### src/common/mips_defines.svh
// Core-wide widths, register count and reset vector.
`ifndef MIPS_DEFINES_SVH
`define MIPS_DEFINES_SVH

// Data and address width.
`define MIPS_XLEN 32

// Register address width.
`define MIPS_REG_AW 5

// Number of general purpose registers.
`define MIPS_NREGS 32

// First fetch address after reset.
`define MIPS_RESET_PC 32'h0000_0000

`endif

### src/common/mips_isa_pkg.sv
// MIPS32 encodings for the integer subset.
// Major opcodes, R-type function codes and the two views of an instruction word.
`default_nettype none

`include "mips_defines.svh"

package mips_isa_pkg;

    typedef enum logic [5:0] {
        OP_SPECIAL = 6'h00,
        OP_BEQ     = 6'h04,
        OP_BNE     = 6'h05,
        OP_ADDIU   = 6'h09,
        OP_ORI     = 6'h0d,
        OP_LUI     = 6'h0f,
        OP_LW      = 6'h23,
        OP_SW      = 6'h2b
    } opcode_e;

    typedef enum logic [5:0] {
        F_ADDU = 6'h21,
        F_SUBU = 6'h23,
        F_AND  = 6'h24,
        F_OR   = 6'h25,
        F_XOR  = 6'h26,
        F_SLT  = 6'h2a,
        F_SLTU = 6'h2b
    } funct_e;

    typedef struct packed {
        opcode_e                 op;
        logic [`MIPS_REG_AW-1:0] rs;
        logic [`MIPS_REG_AW-1:0] rt;
        logic [`MIPS_REG_AW-1:0] rd;
        logic [4:0]              shamt;
        funct_e                  funct;
    } inst_r_t;

    typedef struct packed {
        opcode_e                 op;
        logic [`MIPS_REG_AW-1:0] rs;
        logic [`MIPS_REG_AW-1:0] rt;
        logic [15:0]             imm16;
    } inst_i_t;

    // Same 32-bit word, read as register or immediate format.
    typedef union packed {
        inst_r_t r;
        inst_i_t i;
    } inst_u;

endpackage

`default_nettype wire

### src/common/mips_pipe_pkg.sv
// Pipeline types: ALU operation code, stage records and forwarding source.
`default_nettype none

`include "mips_defines.svh"

package mips_pipe_pkg;

    typedef enum logic [3:0] {
        ALU_ADD  = 4'd0,
        ALU_SUB  = 4'd1,
        ALU_AND  = 4'd2,
        ALU_OR   = 4'd3,
        ALU_XOR  = 4'd4,
        ALU_SLT  = 4'd5,
        ALU_SLTU = 4'd6,
        ALU_LUI  = 4'd7
    } alu_op_e;

    // Decode to execute.
    typedef struct packed {
        logic [`MIPS_XLEN-1:0]   pc;
        alu_op_e                 alu_op;
        logic [`MIPS_XLEN-1:0]   opr1;
        logic [`MIPS_XLEN-1:0]   opr2;
        logic [`MIPS_XLEN-1:0]   st_data;
        logic                    mem_rd;
        logic                    mem_wr;
        logic                    wreg;
        logic [`MIPS_REG_AW-1:0] wraddr;
    } id_ex_t;

    // Execute to memory. Result doubles as the data address.
    typedef struct packed {
        logic [`MIPS_XLEN-1:0]   pc;
        logic [`MIPS_XLEN-1:0]   result;
        logic [`MIPS_XLEN-1:0]   st_data;
        logic                    mem_rd;
        logic                    mem_wr;
        logic                    wreg;
        logic [`MIPS_REG_AW-1:0] wraddr;
    } ex_mem_t;

    // Memory to writeback.
    typedef struct packed {
        logic [`MIPS_XLEN-1:0]   pc;
        logic [`MIPS_XLEN-1:0]   wrdata;
        logic                    wreg;
        logic [`MIPS_REG_AW-1:0] wraddr;
    } mem_wb_t;

    typedef struct packed {
        logic                    valid;
        logic [`MIPS_REG_AW-1:0] wraddr;
        logic [`MIPS_XLEN-1:0]   data;
    } fwd_t;

endpackage

`default_nettype wire

### src/hw/alu_ex.sv
// Execute stage: integer ALU and data address generation.
`default_nettype none

`include "mips_defines.svh"

module alu_ex (
    input  wire  mips_pipe_pkg::id_ex_t id_ex_i,
    output mips_pipe_pkg::ex_mem_t      ex_mem_o,
    output mips_pipe_pkg::fwd_t         fwd_ex_o
);

    logic [`MIPS_XLEN-1:0] a;
    logic [`MIPS_XLEN-1:0] b;
    logic [`MIPS_XLEN-1:0] result;

    assign a = id_ex_i.opr1;
    assign b = id_ex_i.opr2;

    // Loads and stores use ADD, so the result is the address.
    always_comb begin
        case (id_ex_i.alu_op)
            mips_pipe_pkg::ALU_SUB:  result = a - b;
            mips_pipe_pkg::ALU_AND:  result = a & b;
            mips_pipe_pkg::ALU_OR:   result = a | b;
            mips_pipe_pkg::ALU_XOR:  result = a ^ b;
            mips_pipe_pkg::ALU_SLT:  result = {{(`MIPS_XLEN-1){1'b0}}, $signed(a) < $signed(b)};
            mips_pipe_pkg::ALU_SLTU: result = {{(`MIPS_XLEN-1){1'b0}}, a < b};
            mips_pipe_pkg::ALU_LUI:  result = {b[15:0], {(`MIPS_XLEN-16){1'b0}}};
            default:                 result = a + b;
        endcase
    end

    always_comb begin
        ex_mem_o.pc      = id_ex_i.pc;
        ex_mem_o.result  = result;
        ex_mem_o.st_data = id_ex_i.st_data;
        ex_mem_o.mem_rd  = id_ex_i.mem_rd;
        ex_mem_o.mem_wr  = id_ex_i.mem_wr;
        ex_mem_o.wreg    = id_ex_i.wreg;
        ex_mem_o.wraddr  = id_ex_i.wraddr;
    end

    // Load data is not available yet.
    assign fwd_ex_o.valid  = id_ex_i.wreg && !id_ex_i.mem_rd;
    assign fwd_ex_o.wraddr = id_ex_i.wraddr;
    assign fwd_ex_o.data   = result;

endmodule

`default_nettype wire

### src/hw/decode/decode.sv
// Decode stage: operand selection, branch resolution and load-use detection.
// Emits a bubble record while holding.
`default_nettype none

`include "mips_defines.svh"

module decode (
    input  wire  [`MIPS_XLEN-1:0]   id_pc_i,
    input  wire  [`MIPS_XLEN-1:0]   id_inst_i,
    input  wire  [`MIPS_XLEN-1:0]   rs_data_i,
    input  wire  [`MIPS_XLEN-1:0]   rt_data_i,
    input  wire                     ex_is_load_i,
    input  wire  [`MIPS_REG_AW-1:0] ex_wraddr_i,
    output logic [`MIPS_REG_AW-1:0] rs_addr_o,
    output logic [`MIPS_REG_AW-1:0] rt_addr_o,
    output logic                    br_taken_o,
    output logic [`MIPS_XLEN-1:0]   br_target_o,
    output logic                    hold_o,
    output mips_pipe_pkg::id_ex_t   id_ex_o
);

    mips_isa_pkg::inst_u   inst;
    mips_pipe_pkg::id_ex_t rec;
    logic                  rs_used;
    logic                  rt_used;
    logic                  is_branch;
    logic                  operands_eq;
    logic [`MIPS_XLEN-1:0] imm_sext;
    logic [`MIPS_XLEN-1:0] imm_zext;

    assign inst      = id_inst_i;
    assign rs_addr_o = inst.i.rs;
    assign rt_addr_o = inst.i.rt;
    assign imm_sext  = {{(`MIPS_XLEN-16){inst.i.imm16[15]}}, inst.i.imm16};
    assign imm_zext  = {{(`MIPS_XLEN-16){1'b0}}, inst.i.imm16};

    always_comb begin
        rec         = '0;
        rec.pc      = id_pc_i;
        rec.alu_op  = mips_pipe_pkg::ALU_ADD;
        rec.opr1    = rs_data_i;
        rec.opr2    = imm_sext;
        rec.st_data = rt_data_i;
        rs_used     = 1'b0;
        rt_used     = 1'b0;
        is_branch   = 1'b0;
        case (inst.r.op)
            mips_isa_pkg::OP_SPECIAL: begin
                rec.opr2   = rt_data_i;
                rec.wreg   = 1'b1;
                rec.wraddr = inst.r.rd;
                rs_used    = 1'b1;
                rt_used    = 1'b1;
                case (inst.r.funct)
                    mips_isa_pkg::F_ADDU: rec.alu_op = mips_pipe_pkg::ALU_ADD;
                    mips_isa_pkg::F_SUBU: rec.alu_op = mips_pipe_pkg::ALU_SUB;
                    mips_isa_pkg::F_AND:  rec.alu_op = mips_pipe_pkg::ALU_AND;
                    mips_isa_pkg::F_OR:   rec.alu_op = mips_pipe_pkg::ALU_OR;
                    mips_isa_pkg::F_XOR:  rec.alu_op = mips_pipe_pkg::ALU_XOR;
                    mips_isa_pkg::F_SLT:  rec.alu_op = mips_pipe_pkg::ALU_SLT;
                    mips_isa_pkg::F_SLTU: rec.alu_op = mips_pipe_pkg::ALU_SLTU;
                    default: begin
                        rec.wreg = 1'b0;
                        rs_used  = 1'b0;
                        rt_used  = 1'b0;
                    end
                endcase
            end
            mips_isa_pkg::OP_ADDIU: begin
                rec.wreg   = 1'b1;
                rec.wraddr = inst.i.rt;
                rs_used    = 1'b1;
            end
            mips_isa_pkg::OP_ORI: begin
                rec.alu_op = mips_pipe_pkg::ALU_OR;
                rec.opr2   = imm_zext;
                rec.wreg   = 1'b1;
                rec.wraddr = inst.i.rt;
                rs_used    = 1'b1;
            end
            mips_isa_pkg::OP_LUI: begin
                rec.alu_op = mips_pipe_pkg::ALU_LUI;
                rec.opr2   = imm_zext;
                rec.wreg   = 1'b1;
                rec.wraddr = inst.i.rt;
            end
            mips_isa_pkg::OP_LW: begin
                rec.mem_rd = 1'b1;
                rec.wreg   = 1'b1;
                rec.wraddr = inst.i.rt;
                rs_used    = 1'b1;
            end
            mips_isa_pkg::OP_SW: begin
                rec.mem_wr = 1'b1;
                rs_used    = 1'b1;
                rt_used    = 1'b1;
            end
            mips_isa_pkg::OP_BEQ, mips_isa_pkg::OP_BNE: begin
                is_branch = 1'b1;
                rs_used   = 1'b1;
                rt_used   = 1'b1;
            end
            default: ;
        endcase
        // Writes to $0 are dropped here so nothing downstream sees them.
        if (rec.wraddr == '0) begin
            rec.wreg = 1'b0;
        end
    end

    // A load result is not ready until the load leaves execute.
    assign hold_o = ex_is_load_i && (ex_wraddr_i != '0) &&
                    ((rs_used && (inst.i.rs == ex_wraddr_i)) ||
                     (rt_used && (inst.i.rt == ex_wraddr_i)));

    assign operands_eq = (rs_data_i == rt_data_i);

    // BEQ takes on equal operands, BNE on unequal ones.
    assign br_taken_o  = is_branch && !hold_o &&
                         ((inst.i.op == mips_isa_pkg::OP_BEQ) == operands_eq);
    assign br_target_o = id_pc_i + `MIPS_XLEN'(4) + {imm_sext[`MIPS_XLEN-3:0], 2'b00};

    assign id_ex_o = hold_o ? '0 : rec;

endmodule

`default_nettype wire

### src/hw/decode/regfile.sv
// General purpose register file with bypass from execute, memory and writeback.
`default_nettype none

`include "mips_defines.svh"

module regfile (
    input  wire                     clk,
    input  wire                     rst_n_i,
    input  wire  [`MIPS_REG_AW-1:0] rs_addr_i,
    input  wire  [`MIPS_REG_AW-1:0] rt_addr_i,
    input  wire                     we_i,
    input  wire  [`MIPS_REG_AW-1:0] waddr_i,
    input  wire  [`MIPS_XLEN-1:0]   wdata_i,
    input  wire  mips_pipe_pkg::fwd_t fwd_ex_i,
    input  wire  mips_pipe_pkg::fwd_t fwd_mem_i,
    output logic [`MIPS_XLEN-1:0]   rs_data_o,
    output logic [`MIPS_XLEN-1:0]   rt_data_o
);

    logic [`MIPS_XLEN-1:0] regs_q [`MIPS_NREGS];

    always_ff @(posedge clk) begin
        if (!rst_n_i) begin
            for (int i = 0; i < `MIPS_NREGS; i++) begin
                regs_q[i] <= '0;
            end
        end else if (we_i && (waddr_i != '0)) begin
            regs_q[waddr_i] <= wdata_i;
        end
    end

    // Youngest producer wins.
    function automatic logic [`MIPS_XLEN-1:0] read_port(
        input logic [`MIPS_REG_AW-1:0] addr
    );
        logic [`MIPS_XLEN-1:0] data;
        if (addr == '0) begin
            data = '0;
        end else if (fwd_ex_i.valid && (fwd_ex_i.wraddr == addr)) begin
            data = fwd_ex_i.data;
        end else if (fwd_mem_i.valid && (fwd_mem_i.wraddr == addr)) begin
            data = fwd_mem_i.data;
        end else if (we_i && (waddr_i == addr)) begin
            data = wdata_i;
        end else begin
            data = regs_q[addr];
        end
        return data;
    endfunction

    always_comb begin
        rs_data_o = read_port(rs_addr_i);
        rt_data_o = read_port(rt_addr_i);
    end

endmodule

`default_nettype wire

### src/hw/fetch/pc_unit.sv
// Fetch stage: program counter, branch redirect and the IF/ID register.
`default_nettype none

`include "mips_defines.svh"

module pc_unit (
    input  wire                     clk,
    input  wire                     rst_n_i,
    input  wire                     hold_i,
    input  wire                     br_taken_i,
    input  wire  [`MIPS_XLEN-1:0]   br_target_i,
    input  wire  [`MIPS_XLEN-1:0]   ibus_rdata_i,
    output logic [`MIPS_XLEN-1:0]   ibus_addr_o,
    output logic                    ibus_en_o,
    output logic [`MIPS_XLEN-1:0]   id_pc_o,
    output logic [`MIPS_XLEN-1:0]   id_inst_o
);

    logic [`MIPS_XLEN-1:0] pc_q;
    logic [`MIPS_XLEN-1:0] pc_next;

    // The branch sits in decode while its delay slot is fetched here.
    always_comb begin
        if (hold_i) begin
            pc_next = pc_q;
        end else if (br_taken_i) begin
            pc_next = br_target_i;
        end else begin
            pc_next = pc_q + `MIPS_XLEN'(4);
        end
    end

    always_ff @(posedge clk) begin
        if (!rst_n_i) begin
            pc_q <= `MIPS_RESET_PC;
        end else begin
            pc_q <= pc_next;
        end
    end

    // IF/ID. An all-zero word decodes as a no-op.
    always_ff @(posedge clk) begin
        if (!rst_n_i) begin
            id_pc_o   <= '0;
            id_inst_o <= '0;
        end else if (!hold_i) begin
            id_pc_o   <= pc_q;
            id_inst_o <= ibus_rdata_i;
        end
    end

    assign ibus_addr_o = pc_q;
    assign ibus_en_o   = 1'b1;

endmodule

`default_nettype wire

### src/hw/mips_core_top.sv
// Five-stage MIPS32 integer core.
// Holds ID/EX, EX/MEM and MEM/WB, drives the data bus and the debug ports.
`default_nettype none

`include "mips_defines.svh"

module mips_core_top (
    input  wire                     clk,
    input  wire                     rst_n_i,

    output logic                    ibus_en_o,
    output logic [`MIPS_XLEN-1:0]   ibus_addr_o,
    input  wire  [`MIPS_XLEN-1:0]   ibus_rdata_i,

    output logic                    dbus_en_o,
    output logic [`MIPS_XLEN-1:0]   dbus_addr_o,
    input  wire  [`MIPS_XLEN-1:0]   dbus_rdata_i,
    output logic [3:0]              dbus_wen_o,
    output logic [`MIPS_XLEN-1:0]   dbus_wdata_o,

    output logic [`MIPS_XLEN-1:0]   debug_wb_pc_o,
    output logic [3:0]              debug_wb_wreg_o,
    output logic [`MIPS_REG_AW-1:0] debug_wb_wraddr_o,
    output logic [`MIPS_XLEN-1:0]   debug_wb_wrdata_o
);

    logic [`MIPS_XLEN-1:0]   id_pc;
    logic [`MIPS_XLEN-1:0]   id_inst;
    logic [`MIPS_REG_AW-1:0] rs_addr;
    logic [`MIPS_REG_AW-1:0] rt_addr;
    logic [`MIPS_XLEN-1:0]   rs_data;
    logic [`MIPS_XLEN-1:0]   rt_data;
    logic                    br_taken;
    logic [`MIPS_XLEN-1:0]   br_target;
    logic                    hold;

    mips_pipe_pkg::id_ex_t   id_ex_d;
    mips_pipe_pkg::id_ex_t   id_ex_q;
    mips_pipe_pkg::ex_mem_t  ex_mem_d;
    mips_pipe_pkg::ex_mem_t  ex_mem_q;
    mips_pipe_pkg::mem_wb_t  mem_wb_d;
    mips_pipe_pkg::mem_wb_t  mem_wb_q;
    mips_pipe_pkg::fwd_t     fwd_ex;
    mips_pipe_pkg::fwd_t     fwd_mem;

    pc_unit u_pc_unit (
        .clk          (clk          ),
        .rst_n_i      (rst_n_i      ),
        .hold_i       (hold         ),
        .br_taken_i   (br_taken     ),
        .br_target_i  (br_target    ),
        .ibus_rdata_i (ibus_rdata_i ),
        .ibus_addr_o  (ibus_addr_o  ),
        .ibus_en_o    (ibus_en_o    ),
        .id_pc_o      (id_pc        ),
        .id_inst_o    (id_inst      )
    );

    decode u_decode (
        .id_pc_i      (id_pc          ),
        .id_inst_i    (id_inst        ),
        .rs_data_i    (rs_data        ),
        .rt_data_i    (rt_data        ),
        .ex_is_load_i (id_ex_q.mem_rd ),
        .ex_wraddr_i  (id_ex_q.wraddr ),
        .rs_addr_o    (rs_addr        ),
        .rt_addr_o    (rt_addr        ),
        .br_taken_o   (br_taken       ),
        .br_target_o  (br_target      ),
        .hold_o       (hold           ),
        .id_ex_o      (id_ex_d        )
    );

    regfile u_regfile (
        .clk          (clk             ),
        .rst_n_i      (rst_n_i         ),
        .rs_addr_i    (rs_addr         ),
        .rt_addr_i    (rt_addr         ),
        .we_i         (mem_wb_q.wreg   ),
        .waddr_i      (mem_wb_q.wraddr ),
        .wdata_i      (mem_wb_q.wrdata ),
        .fwd_ex_i     (fwd_ex          ),
        .fwd_mem_i    (fwd_mem         ),
        .rs_data_o    (rs_data         ),
        .rt_data_o    (rt_data         )
    );

    alu_ex u_alu_ex (
        .id_ex_i      (id_ex_q  ),
        .ex_mem_o     (ex_mem_d ),
        .fwd_ex_o     (fwd_ex   )
    );

    always_ff @(posedge clk) begin
        if (!rst_n_i) begin
            id_ex_q  <= '0;
            ex_mem_q <= '0;
            mem_wb_q <= '0;
        end else begin
            id_ex_q  <= id_ex_d;
            ex_mem_q <= ex_mem_d;
            mem_wb_q <= mem_wb_d;
        end
    end

    // Memory stage. Read data arrives in the same cycle as the address.
    always_comb begin
        mem_wb_d.pc     = ex_mem_q.pc;
        mem_wb_d.wrdata = ex_mem_q.mem_rd ? dbus_rdata_i : ex_mem_q.result;
        mem_wb_d.wreg   = ex_mem_q.wreg;
        mem_wb_d.wraddr = ex_mem_q.wraddr;
    end

    assign fwd_mem.valid  = ex_mem_q.wreg;
    assign fwd_mem.wraddr = ex_mem_q.wraddr;
    assign fwd_mem.data   = mem_wb_d.wrdata;

    assign dbus_en_o    = ex_mem_q.mem_rd | ex_mem_q.mem_wr;
    assign dbus_wen_o   = {4{ex_mem_q.mem_wr}};
    assign dbus_addr_o  = ex_mem_q.result;
    assign dbus_wdata_o = ex_mem_q.st_data;

    assign debug_wb_pc_o     = mem_wb_q.pc;
    assign debug_wb_wreg_o   = {4{mem_wb_q.wreg}};
    assign debug_wb_wraddr_o = mem_wb_q.wraddr;
    assign debug_wb_wrdata_o = mem_wb_q.wrdata;

endmodule

`default_nettype wire

### config.mk
export PLATFORM = sky130hd
export DESIGN_NAME = mips_core_top
export DESIGN_NICKNAME = d
export VERILOG_FILES = /design/src/common/mips_isa_pkg.sv /design/src/common/mips_pipe_pkg.sv /design/src/hw/alu_ex.sv /design/src/hw/decode/decode.sv /design/src/hw/decode/regfile.sv /design/src/hw/fetch/pc_unit.sv /design/src/hw/mips_core_top.sv
export VERILOG_INCLUDE_DIRS = /design/src /design/src/common
export SDC_FILE = /design/constraint.sdc
export NUM_CORES = 2
export LEC_CHECK = 0
export ABC_AREA = 1
export BUFFER_PORTS_ARGS = -buffer_cell sky130_fd_sc_hd__buf_2
export CELL_PAD_IN_SITES_DETAIL_PLACEMENT = 0
export CELL_PAD_IN_SITES_GLOBAL_PLACEMENT = 1
export CORE_MARGIN = 2
export CORE_UTILIZATION = 25
export DETAILED_ROUTE_END_ITERATION = 8
export GPL_TIMING_DRIVEN = 0
export PLACE_DENSITY = 0.46
export REMOVE_ABC_BUFFERS = 1
export SLEW_MARGIN = 40
export SYNTH_ARGS = -nofsm -noshare
export SYNTH_HDL_FRONTEND = slang
export SYNTH_HIERARCHICAL = 1
export SYNTH_SLANG_ARGS = --single-unit
export TNS_END_PERCENT = 50
### constraint.sdc
create_clock -name clk -period 8.9 [get_ports clk]
set_clock_uncertainty 0.05 [all_clocks]
set_input_delay 1.78 -clock clk [delete_from_list [all_inputs] [get_ports clk]]
set_output_delay 1.78 -clock clk [all_outputs]
set_load 0.05 [all_outputs]
==> impl_results.md <==
* Crit path top cell by count: buf_12
* Worst slew pin tran at 0.844 ns
* Fin nets at 11600
* Final core occ at 0.292
* DR WL/cell at 25.9 um
* Die area at 343000 um2
* CTS clk-pin slew, worst paths at 0.06 ns
* FFs w/ async S/R, synth at 0
* WP depth at 36
* Via density at 4.88
* Initial antenna violation count at 10
* Post-Syn Instances at 11652
* Starting Density at 0.251
* Max Cap Viol at 0
* Port-buffer cells at 239
* Final instance area at 98200 um2
* I/O Pins at 241
* Dominant cells by area after synthesis: edfxtp_1 (36%), nand2_1 (15%), dfxtp_1 (9.7%)
* Hold Path Class: reg -> reg
* Final TNS setup at 0 ns
* Type of destination of the critical path: flip-flop
* Maximum clock path buffer count at 4
* Reg2reg start: u_pc_unit/id_inst_o[16]$_SDFFE_PN0N_
* Largest net degree at the start of global routing at 91
* Via Count at 78357
* PwrDens at 187 nW/um2
* Fillers at 36386
* Fmax at 119 MHz
* Number of remaining DRC errors at 0
* Hold path cells at 2
* Main synth FF type: edfxtp_1
* Register-to-Register Path Depth at 36
* Sink Count at 1434
* Global route overflow at 0
* Hold Path Sink: debug_wb_pc_o[6]$_SDFF_PN0_
* Critical path's largest stage delay at 0.42 ns
* Flop-to-flop setup slack at 0.52 ns
* Max-slew headroom at 0.438
* Die Y at 585 um
* DRT Wirelength at 415 mm
* CTS buffer count at 189
* Leak at 42.0 nW
* Synthesized flop and latch total at 1434
* DRT Pass-1 Iters at 7
* Core box area at 336000 um2
* Layout cells sized above 1 at 0.0888
* Final Hold Fails at 0
* Final setup viols at 0
* Worst-Skew Late Latency at 0.90 ns
* H-tree Lvls at 4
* CTS root buf: clkbuf_16
* CP Max Fanout at 63
* Outcome: completed
* CP max stage cell: dfxtp_4
* Post-synth top cells: nand2_1 (3309), nor2_1 (2153), nand3_1 (1254), edfxtp_1 (1024), inv_1 (921)
* Total power at 18.3 mW
* Number of hold buffers added after CTS at 0
* Critical path launch point type: flip-flop
* RSZ-0062 raised after global routing: no
* Vias in the first global route at 76497
* DP HPWL at 280 mm
* Peak supply drop at 0.129 mV
* Unique masters post-synth at 56
* CTS tree: built
* Routed Antenna Nets at 0
* Crit path kind: reg -> reg
* Crit path time final at 8.38 ns
* P&R area growth vs syn at 16.3%
* YS warnings at 6
* R2r endpoint: u_pc_unit/ibus_addr_o[5]$_SDFFE_PN0N_
* Crit path required time at 9.61 ns
* Final Slew Violations at 0
* Mapped Area at 84500 um2
* # rows at 213
* Combined buffer and inverter count along the critical path at 19
* GRT Util Overall at 0.236
* Yosys top cell area share at 0.364
* Area leader, netlist: edfxtp_1
* Critical Path AT at 9.09 ns
* Seq/Total Area, Yosys at 0.461
* Final period util at 0.941
* CP top delay family: buffers and inverters
* Count leader, synth: nand2_1
* First-pass GRT wire length at 583 mm
* GPL Wtd Cong at 0.860
* Die width at 585 um
* Initial drt markers at 7177
* Syn avg cell area at 7.25 um2
* Post-synth EDFFs at 1024
* Placed cell area at 92100 um2
* Min-delay src: ex_mem_q[78]$_SDFF_PN0_
## worst max-delay path by stage
stage	endpoint	slack [ns]	from
after global routing	u_pc_unit/ibus_addr_o[6]$_SDFFE_PN0N_	0.04	u_pc_unit/id_inst_o[16]$_SDFFE_PN0N_
final	u_pc_unit/ibus_addr_o[5]$_SDFFE_PN0N_	0.52	u_pc_unit/id_inst_o[16]$_SDFFE_PN0N_
after CTS	u_pc_unit/ibus_addr_o[5]$_SDFFE_PN0N_	0.1	u_pc_unit/id_inst_o[16]$_SDFFE_PN0N_
after detailed placement	u_pc_unit/ibus_addr_o[6]$_SDFFE_PN0N_	-0.03	u_pc_unit/id_inst_o[16]$_SDFFE_PN0N_
after floorplan	u_pc_unit/ibus_addr_o[5]$_SDFFE_PN0N_	-20.44	u_pc_unit/id_inst_o[16]$_SDFFE_PN0N_
after global placement	u_pc_unit/ibus_addr_o[18]$_SDFFE_PN0N_	-89.28	u_pc_unit/id_inst_o[16]$_SDFFE_PN0N_
## routing by layer
layer / up-vias / track usage / wire, um
met1: 38431 / 0.320 / 186000
met5: - / 0 / 13
met3: 581 / 0.0248 / 22200
met2: 2662 / 0.381 / 188000
li1: 36681 / - / -
met4: 2 / 0.0993 / 19200
## placed cells by master (no fill, tap or decap), drive strengths merged, types with 38 or more instances in the layout
cell type and instances:
nand2 3332, nor2 2185, nand3 1263, edfxtp 1024, inv 946, o21ai 595
buf 498, a21oi 448, dfxtp 410, clkbuf 269, ha 154, clkinv 56
o211ai 43, nor3 42, xor2 38
## power by group
group          switching [mW]  total [mW]  internal (mW)
clock                    3.18        7.64           4.46
sequential              0.190        7.59           7.40
combinational            2.29        3.12          0.822
total                    5.66        18.3           12.7
## cells by family after synthesis
| family | share of synthesized area |
|---|---|
| AND/OR/NAND/NOR | 0.329 |
| buffers and inverters | 0.104 |
| flip-flops | 0.461 |
| AO/OA/AOI/OAI | 0.0756 |
| adder cells (fa/ha/maj) | 0.0235 |
| XOR/XNOR | 0.00581 |
| other | 0.000133 |
## metrics by stage
step                hold slack, ns  setup slack [ns]  cells
floorplan                    0.340            -20.44  10687
global placement             0.350            -89.28  15441
detailed placement           0.349           -0.0273  15695
CTS                          0.363            0.0998  16035
global route                 0.376            0.0380  16042
finish                       0.362             0.521  16045
## final cells by class
| type | instances | area (um2) | share of cell area |
|---|---|---|---|
| Clock inverter | 72 | 627 | 0.00638 |
| Antenna cell | 4 | 10.0 | 0.000102 |
| Inverter | 945 | 3680 | 0.0374 |
| Tap cell | 4515 | 5650 | 0.0575 |
| Timing Repair Buffer | 499 | 6410 | 0.0653 |
| Multi-Input combinational cell | 8308 | 37500 | 0.381 |
| Clock buffer | 268 | 5390 | 0.0549 |
| Sequential cell | 1434 | 39000 | 0.397 |
## tightest hold or removal path, cell delays in order, from the launching register on
cell     delay, ns
dfxtp_1       0.30
nand2_1       0.05
inv_1         0.04
## registers in the layout, summed over array words and instances (netlist names)
name                   flops
u_regfile/regs_q        1024
id_ex_q                  140
ex_mem_q                  39
dbus_addr_o               32
dbus_wdata_o              32
debug_wb_pc_o             32
debug_wb_wrdata_o         32
u_pc_unit/ibus_addr_o     32
u_pc_unit/id_inst_o       32
u_pc_unit/id_pc_o         32
debug_wb_wraddr_o          5
dbus_wen_o                 1
debug_wb_wreg_o            1
## timing repair
item | 4_1_cts | 5_1_grt
buffers inserted | 0 | 5
endpoints found under the setup margin | 4 | 12
pin swaps | 0 | 2
resized for setup | 1 | 3
No activity file was read; power rests on OpenSTA's default activity.
